### src/logic/cursor_geom_pkg.sv
//////////////////////////////
// cursor geometry: field size, sprite art and the
// position and pixel types shared by motion and shade
//////////////////////////////
package cursor_geom_pkg;

	// raster field, both axes wrap at this size
	localparam int field_size = 128;
	localparam int coord_w    = $clog2(field_size); // 7 bits per coordinate

	typedef logic [coord_w-1:0] coord_t;

	// colour depth of one pixel
	localparam int rgb_w = 3;
	typedef logic [rgb_w-1:0] rgb_t;

	// cursor sprite is square
	localparam int sprite_size  = 4;
	localparam int sprite_sh    = $clog2(sprite_size); // bits of one sprite offset
	localparam int sprite_cells = sprite_size * sprite_size;

	typedef logic [2*sprite_sh-1:0] sprite_idx_t; // dy*4 + dx

	// motion tick every 2**tick_shift clocks
	localparam int tick_shift = 4;
	typedef logic [tick_shift-1:0] tick_cnt_t;

	// home position after reset, centre of the field
	localparam coord_t reset_x = coord_t'(64);
	localparam coord_t reset_y = coord_t'(64);

	// arrow sprite, row-major, entry 0 top-left
	// zero entries are transparent and show the background
	localparam rgb_t sprite_rom [0:sprite_cells-1] = '{
		3'd7, 3'd7, 3'd7, 3'd7, // row 0, arrow head
		3'd7, 3'd0, 3'd6, 3'd1, // row 1
		3'd7, 3'd6, 3'd0, 3'd1, // row 2
		3'd7, 3'd1, 3'd1, 3'd0  // row 3, tail
	};

	typedef struct packed {
		coord_t x;
		coord_t y;
	} cursor_pos_t; // 14 bits

	typedef struct packed {
		logic   valid; // scan pixel present this cycle
		coord_t x;
		coord_t y;
		rgb_t   rgb;
	} pixel_t; // 18 bits

endpackage

### src/logic/cursor_cmd_pkg.sv
//////////////////////////////
// host command words and the decoded request
//////////////////////////////
package cursor_cmd_pkg;

	// width of the move step count
	localparam int step_w = 4;
	typedef logic [step_w-1:0] step_t;

	typedef enum logic [1:0] {
		op_nop  = 2'd0,
		op_move = 2'd1,
		op_jump = 2'd2,
		op_show = 2'd3  // move layout, move_x is the visibility flag
	} op_e;

	// relative move, op sits in the top two bits of either view
	typedef struct packed {
		op_e        op;
		logic       plus;   // 1 counts up, 0 counts down
		logic       move_x; // step the x axis
		logic       move_y; // step the y axis
		step_t      step;   // number of one-pixel steps
		logic [6:0] pad;
	} move_word_t; // 16 bits

	// absolute position
	typedef struct packed {
		op_e                               op;
		logic [cursor_geom_pkg::coord_w-1:0] x;
		logic [cursor_geom_pkg::coord_w-1:0] y;
	} jump_word_t; // 16 bits

	typedef union packed {
		move_word_t mv;
		jump_word_t jmp;
	} cmd_word_u;

	// request handed from decode to motion
	typedef struct packed {
		op_e                          kind;
		logic                         plus;
		logic                         move_x; // also the show flag
		logic                         move_y;
		step_t                        step;
		cursor_geom_pkg::cursor_pos_t target; // jump destination
	} cmd_req_t;

endpackage

### src/logic/cursor_cmd_decode.sv
//////////////////////////////
// command decode, splits host words into
// registered move, jump and show requests
//////////////////////////////
`timescale 1ns/1ps

module cursor_cmd_decode (
	input  logic                     clk,
	input  logic                     reset,
	input  logic                     cmd_strobe, // one-cycle word valid
	input  cursor_cmd_pkg::cmd_word_u cmd,
	output logic                     req_strobe,
	output cursor_cmd_pkg::cmd_req_t  req
);

	cursor_cmd_pkg::cmd_req_t next_req;
	logic                     is_nop;

	// op read through the move view, same bits in the jump view
	assign is_nop = (cmd.mv.op == cursor_cmd_pkg::op_nop);

	always_comb begin
		next_req      = '0;
		next_req.kind = cmd.mv.op;
		if (cmd.mv.op == cursor_cmd_pkg::op_jump) begin
			// absolute target from the jump view
			next_req.target.x = cmd.jmp.x;
			next_req.target.y = cmd.jmp.y;
		end else begin
			// move and show share the move layout
			next_req.plus   = cmd.mv.plus;
			next_req.move_x = cmd.mv.move_x; // show flag for show words
			next_req.move_y = cmd.mv.move_y;
			next_req.step   = cmd.mv.step;
		end
	end

	// strobe one clock after the host strobe, nops swallowed here
	always_ff @(posedge clk or posedge reset) begin
		if (reset)
			req_strobe <= 1'b0;
		else
			req_strobe <= cmd_strobe && !is_nop;
	end

	// request payload only loads with a word
	always_ff @(posedge clk) begin
		if (cmd_strobe)
			req <= next_req;
	end

endmodule

### src/logic/cursor_motion.sv
//////////////////////////////
// cursor motion, slow tick stepping
// plus jump and visibility state
//////////////////////////////
`timescale 1ns/1ps

module cursor_motion (
	input  logic                         clk,
	input  logic                         reset,
	input  logic                         req_strobe,
	input  cursor_cmd_pkg::cmd_req_t     req,
	output cursor_geom_pkg::cursor_pos_t cursor,
	output logic                         visible,
	output logic                         busy     // move in progress
);

	cursor_geom_pkg::tick_cnt_t tick_cnt; // free running divider
	logic                       tick;
	logic                       accept;
	logic                       dir_plus; // latched at move start
	logic                       dir_x;
	logic                       dir_y;
	cursor_cmd_pkg::step_t      steps_left;

	// clock enable divider, counts from reset without stopping
	always_ff @(posedge clk or posedge reset) begin
		if (reset)
			tick_cnt <= '0;
		else
			tick_cnt <= tick_cnt + cursor_geom_pkg::tick_cnt_t'(1);
	end

	assign tick   = &tick_cnt;          // rollover cycle
	assign accept = req_strobe && !busy; // overrun: drop anything during a move

	always_ff @(posedge clk or posedge reset) begin
		if (reset) begin
			cursor.x   <= cursor_geom_pkg::reset_x;
			cursor.y   <= cursor_geom_pkg::reset_y;
			visible    <= 1'b1;
			busy       <= 1'b0;
			dir_plus   <= 1'b0;
			dir_x      <= 1'b0;
			dir_y      <= 1'b0;
			steps_left <= '0;
		end else if (accept) begin
			case (req.kind)
				cursor_cmd_pkg::op_move: begin
					dir_plus   <= req.plus;
					dir_x      <= req.move_x;
					dir_y      <= req.move_y;
					steps_left <= req.step;
					busy       <= (req.step != '0); // zero step stays idle
				end
				cursor_cmd_pkg::op_jump: cursor <= req.target;
				cursor_cmd_pkg::op_show: visible <= req.move_x;
				default: ; // nop never strobes
			endcase
		end else if (busy && tick) begin
			// one pixel per tick, 7-bit arithmetic wraps at 128
			if (dir_x)
				cursor.x <= dir_plus ? cursor.x + cursor_geom_pkg::coord_t'(1)
				                     : cursor.x - cursor_geom_pkg::coord_t'(1);
			if (dir_y)
				cursor.y <= dir_plus ? cursor.y + cursor_geom_pkg::coord_t'(1)
				                     : cursor.y - cursor_geom_pkg::coord_t'(1);
			steps_left <= steps_left - cursor_cmd_pkg::step_t'(1);
			// busy drops with the last step
			if (steps_left == cursor_cmd_pkg::step_t'(1))
				busy <= 1'b0;
		end
	end

endmodule

### src/logic/cursor_pixel_shade.sv
//////////////////////////////
// pixel shade, overlays the cursor sprite
// on scan pixels in two stages
//////////////////////////////
`timescale 1ns/1ps

module cursor_pixel_shade (
	input  logic                         clk,
	input  logic                         reset,
	input  cursor_geom_pkg::pixel_t      scan_in,
	input  cursor_geom_pkg::cursor_pos_t cursor,
	input  logic                         visible,
	output cursor_geom_pkg::pixel_t      pix_out
);

	cursor_geom_pkg::coord_t      dx;     // scan minus cursor, mod 128
	cursor_geom_pkg::coord_t      dy;
	logic                         hit;
	cursor_geom_pkg::sprite_idx_t idx;

	cursor_geom_pkg::pixel_t      s1_pix; // stage 1 background pixel
	logic                         s1_hit;
	cursor_geom_pkg::sprite_idx_t s1_idx;
	cursor_geom_pkg::rgb_t        rom_rgb;

	// offsets wrap naturally, so a box across the edge still hits
	assign dx = scan_in.x - cursor.x;
	assign dy = scan_in.y - cursor.y;

	// inside the box when the upper offset bits are clear
	assign hit = visible
	          && ~|dx[cursor_geom_pkg::coord_w-1:cursor_geom_pkg::sprite_sh]
	          && ~|dy[cursor_geom_pkg::coord_w-1:cursor_geom_pkg::sprite_sh];

	// row-major index dy*4 + dx
	assign idx = {dy[cursor_geom_pkg::sprite_sh-1:0], dx[cursor_geom_pkg::sprite_sh-1:0]};

	// stage 1, cursor sampled as the pixel enters
	always_ff @(posedge clk or posedge reset) begin
		if (reset) begin
			s1_pix <= '0;
			s1_hit <= 1'b0;
			s1_idx <= '0;
		end else begin
			s1_pix <= scan_in;
			s1_hit <= hit;
			s1_idx <= idx;
		end
	end

	assign rom_rgb = cursor_geom_pkg::sprite_rom[s1_idx];

	// stage 2, sprite colour unless miss or transparent cell
	always_ff @(posedge clk or posedge reset) begin
		if (reset) begin
			pix_out <= '0;
		end else begin
			pix_out.valid <= s1_pix.valid;
			pix_out.x     <= s1_pix.x;     // coordinates pass through
			pix_out.y     <= s1_pix.y;
			pix_out.rgb   <= (s1_hit && rom_rgb != '0) ? rom_rgb : s1_pix.rgb;
		end
	end

endmodule

### src/logic/cursor_overlay_top.sv
//////////////////////////////
// cursor overlay top, decode to motion to shade
//////////////////////////////
`timescale 1ns/1ps

module cursor_overlay_top (
	input  logic                         clk,
	input  logic                         reset,
	input  logic                         cmd_strobe,
	input  cursor_cmd_pkg::cmd_word_u    cmd,
	input  cursor_geom_pkg::pixel_t      scan_in, // from the display side
	output cursor_geom_pkg::cursor_pos_t cursor,
	output logic                         busy,
	output cursor_geom_pkg::pixel_t      pix_out
);

	logic                     req_strobe;
	cursor_cmd_pkg::cmd_req_t req;
	logic                     visible; // show state, motion to shade

	cursor_cmd_decode u_decode (
		.clk        (clk),
		.reset      (reset),
		.cmd_strobe (cmd_strobe),
		.cmd        (cmd),
		.req_strobe (req_strobe),
		.req        (req)
	);

	cursor_motion u_motion (
		.clk        (clk),
		.reset      (reset),
		.req_strobe (req_strobe),
		.req        (req),
		.cursor     (cursor),
		.visible    (visible),
		.busy       (busy)
	);

	cursor_pixel_shade u_shade (
		.clk     (clk),
		.reset   (reset),
		.scan_in (scan_in),
		.cursor  (cursor),
		.visible (visible),
		.pix_out (pix_out)
	);

endmodule

### config.mk
export PLATFORM = sky130hd
export DESIGN_NAME = cursor_overlay_top
export DESIGN_NICKNAME = d
export VERILOG_FILES = /design/src/logic/cursor_geom_pkg.sv /design/src/logic/cursor_cmd_pkg.sv /design/src/logic/cursor_cmd_decode.sv /design/src/logic/cursor_motion.sv /design/src/logic/cursor_pixel_shade.sv /design/src/logic/cursor_overlay_top.sv
export SDC_FILE = /design/constraint.sdc
export NUM_CORES = 1
export LEC_CHECK = 0
export BUFFER_PORTS_ARGS = -buffer_cell sky130_fd_sc_hd__buf_2
export CORE_MARGIN = 4
export CORE_UTILIZATION = 40
export CTS_CLUSTER_DIAMETER = 80
export CTS_CLUSTER_SIZE = 14
export DETAILED_ROUTE_END_ITERATION = 16
export PLACE_DENSITY = 0.57
export SYNTH_ARGS = -nofsm -noshare
export SYNTH_HDL_FRONTEND = slang
export SYNTH_SLANG_ARGS = --single-unit
export TNS_END_PERCENT = 5
### constraint.sdc
create_clock -name clk -period 3.8 [get_ports clk]
set_input_delay 0.38 -clock clk [delete_from_list [all_inputs] [get_ports clk]]
set_output_delay 0.38 -clock clk [all_outputs]
set_load 0.05 [all_outputs]
==> flow_results.org <==
** Cells and area
- Most common cell after layout, fill and taps aside :: sky130_fd_sc_hd__buf_2
- The final layout contains 518 nets.
- Leaving out fill and tap cells, the most frequent cells in the layout are 69 x sky130_fd_sc_hd__buf_2, 66 x sky130_fd_sc_hd__dfrtp_1, 30 x sky130_fd_sc_hd__inv_1.
- The repair_antennas step left the layout with diodes totalling 0.
- Compared with the post-synthesis result, the final layout area differs by 15.8%.
- Of the cells placed in the final design, the portion with a size suffix greater than 1 is 20.9%.

** Floorplan
- Total Die Area :: 0.0126 sq mm
- The floorplan step defined a core boundary enclosing 0.0105 sq mm.
- Initial standard-cell utilization of the core :: 41.7%
- For this design the top-level I/O count stands at 70.
- Std cell rows :: 37
- From left edge to right edge, the die measures 112 microns.
- Die H :: 112 microns

** Critical path
- STA puts the critical path data arrival time at 2.66 ns.
- Critical-path maximum fanout :: 15
- Critical path endpoint category :: register
- Data on the critical path is required at its endpoint by 4.09 ns.
- STA classifies the critical path startpoint as a register.
- The setup path with the least slack is of type register to register.

** Global route
- The via count of the first global-routing pass was 2849.
- First-pass GRT wire length :: 14100 microns
- Initial antenna violation count :: 0
- Global route overflow :: 0
- Maximum number of pins on one net before global-route repair :: 42
- Global-route usage over all layers :: 14.0%

** CTS
- Resized Gates After CTS :: 0
- TritonCTS built the clock tree.
- Buffers inserted to repair hold after CTS numbered 0.
- After clock tree synthesis, the clock-pin slew on the worst setup and hold paths is 0.08 ns.
- # H-tree levels :: 3
- Sink Count :: 92
- The longest clock path from root to sink contains 2 buffers.
- Buffers inserted by post-CTS timing repair :: 0
- Clock insertion delay at the later pin of the skew report :: 0.35 ns
- Buffers inserted during clock tree synthesis total 9.
- Clock tree root buffer cell :: sky130_fd_sc_hd__clkbuf_8

** Logic synthesis
- Yosys cell types :: 54
- After synthesis, the mean cell area works out to 11.5 sq um.
- Share of flip-flops with an asynchronous set or reset after synthesis :: 75.0%
- The biggest area contributor in the post-synthesis netlist is sky130_fd_sc_hd__dfrtp_1.
- Counting flops with a built-in enable in the synthesized netlist gives 23.
- Seq/Total Area, Yosys :: 55.5%
- Most used flip-flop cell after synthesis :: sky130_fd_sc_hd__dfrtp_1
- For this run, the number of Yosys warnings is 0.
- Synth Instances :: 378
- In this run the biggest area consumer among cell types represents 37.8% of the synthesized area.
- Largest cells by area after synthesis :: sky130_fd_sc_hd__dfrtp_1 38%, sky130_fd_sc_hd__edfxtp_1 16%, sky130_fd_sc_hd__ha_1 8.0%
- Synthesis inferred 92 register bits.
- Total nets after synthesis :: 447
- The mapped netlist covers 0.00437 sq mm.

** Drt
- Residual antenna-violating net count after detailed routing :: 0
- Pre-Repair DR Iteration Count :: 4
- Via Count :: 2974
- The first routing iteration left 181 violations.
- Wire length per cell after detailed routing :: 14.5 microns
- Vias per inst :: 5.04
- Wirelength, routed :: 8580 microns
- In the routed design, unresolved DRC markers number 0.

** Timing
- Clock skew after layout :: 0.0115 ns
- Unrepaired setup endpoints after global routing :: false
- Shortest clock period the worst path allows after layout :: 2.37 ns
- Based on the critical path, the design can be clocked at up to 0.423 GHz.
- Total count of max-transition violations in the final report :: 0
- Worst slew pin tran :: 0.977 ns
- The worst pin sits at a relative slew slack of 34.7%.
- Fin crit share :: 62.3%
- Total Negative Setup Slacks :: 0 ns
- Setup violations remaining at the end of the flow were counted as 0.
- The number of hold-slack violations in the final timing report is 0.

** Outcome
- Outcome :: completed

** Power and ir drop
- Across the VDD grid, the largest voltage drop is 0.000362 V.
- Final Power :: 4.06 mW
- Power per cell area :: 802 mW/mm^2
- LEAKAGE :: 2.30 nW

** Placed design
- IO Port Bufs :: 69
- Summed over all nets, the half-perimeter wirelength after detailed placement is 6500 microns.
- At the end of routability-driven placement, the weighted congestion stood at 0.883.

** Flow run
- Max-cap violations in this run came to 0.

** Worst hold path
- The tightest min-delay check is of the input port to register type.
-- through the flow --
stage	setup slack, ns	std cells	hold slack (ns)	utilization [%]	cell area, sq um
final	1.43	590	0.129	48.3	5060
after global routing	1.20	590	0.0984	48.3	5060
after CTS	1.43	590	0.103	48.3	5060
after detailed placement	1.44	574	0.336	46.3	4840
after global placement	1.53	574	0.332	46.3	4840
after floorplan	1.69	378	0.331	-	4370
-- final timing paths --
check                                            endpoint  slack (ns)  depth (start not counted)                          start
setup / recovery           u_motion.cursor[6]$_DFFE_PP1P_        1.43                          7  u_motion.dir_plus$_DFFE_PP0P_
hold / removal               u_shade.s1_pix[17]$_DFF_PP0_        0.13                          1                    scan_in[17]
setup reg to reg           u_motion.cursor[6]$_DFFE_PP1P_        1.43                          7  u_motion.dir_plus$_DFFE_PP0P_
hold reg to reg              u_shade.pix_out[3]$_DFF_PP0_        0.35                          0    u_shade.s1_pix[3]$_DFF_PP0_
max in group asynchronous  u_motion.cursor[6]$_DFFE_PP1P_        2.66                          3                          reset
min in group asynchronous    u_shade.s1_pix[12]$_DFF_PP0_        0.20                          2                          reset
-- registers in the layout (all words and copies together) (netlist names) --
register / count
u_decode.req: 23
u_decode.req_strobe: 1
u_motion.busy: 1
u_motion.cursor: 14
u_motion.dir_plus: 1
u_motion.dir_x: 1
u_motion.dir_y: 1
u_motion.steps_left: 4
u_motion.tick_cnt: 4
u_motion.visible: 1
u_shade.pix_out: 18
u_shade.s1_hit: 1
u_shade.s1_idx: 4
u_shade.s1_pix: 18
-- worst max-delay path, stage by stage (launching register included) --
cell and delay (ns):
sky130_fd_sc_hd__dfrtp_1 0.47, sky130_fd_sc_hd__inv_1 0.43, sky130_fd_sc_hd__ha_1 0.38, sky130_fd_sc_hd__a211oi_1 0.37, sky130_fd_sc_hd__or4_1 0.18, sky130_fd_sc_hd__o2111ai_2 0.12
sky130_fd_sc_hd__a21oi_1 0.21, sky130_fd_sc_hd__a2bb2oi_2 0.14
-- per-layer routing --
| metal | vias to the layer above | GRT usage [%] | routed length, microns |
|---|---|---|---|
| li1 | 1484 | - | - |
| met1 | 1412 | 18.8 | 3990 |
| met2 | 68 | 22.2 | 4030 |
| met3 | 10 | 3.88 | 431 |
| met4 | 0 | 4.57 | 133 |
| met5 | - | 0 | 0 |
-- cells in the mapped netlist (8+ instances only) --
cell and number:
sky130_fd_sc_hd__a21oi_1 21, sky130_fd_sc_hd__a31oi_1 9, sky130_fd_sc_hd__and2_1 16, sky130_fd_sc_hd__dfrtp_1 66, sky130_fd_sc_hd__edfxtp_1 23, sky130_fd_sc_hd__ha_1 28
sky130_fd_sc_hd__inv_1 31, sky130_fd_sc_hd__nand2_1 23, sky130_fd_sc_hd__nand3_1 10, sky130_fd_sc_hd__nor2_1 14, sky130_fd_sc_hd__nor2b_1 15, sky130_fd_sc_hd__nor3_1 8
sky130_fd_sc_hd__o21ai_0 10
-- cell type report --
class | count | area, sq um
Multi-Input combinational cell | 244 | 1780
Timing Repair Buffer | 70 | 353
Clock inverter | 4 | 75.1
Sequential cell | 92 | 2420
Fill cell | 1029 | 5410
Inverter | 32 | 120
Tap cell | 136 | 170
Clock buffer | 12 | 139
-- logic make-up (layout without fill, tap and decap cells) --
kind of cell / count (synthesis) / after routing / share of synthesized area [%]
AND/OR/NAND/NOR: 113 / 113 / 14.6
flip-flops: 92 / 92 / 55.5
AO/OA/AOI/OAI: 82 / 82 / 12.6
buffers and inverters: 42 / 118 / 3.78
adder cells (fa/ha/maj): 32 / 32 / 9.86
XOR/XNOR: 10 / 10 / 2.01
multiplexers: 7 / 7 / 1.75
-- power by group --
part / total, mW / internal (mW) / switching (mW)
Combinational: 1.94 / 0.753 / 1.18
Clock: 0.704 / 0.379 / 0.325
Sequential: 1.42 / 1.21 / 0.207
(Power assumes the default switching activity.)
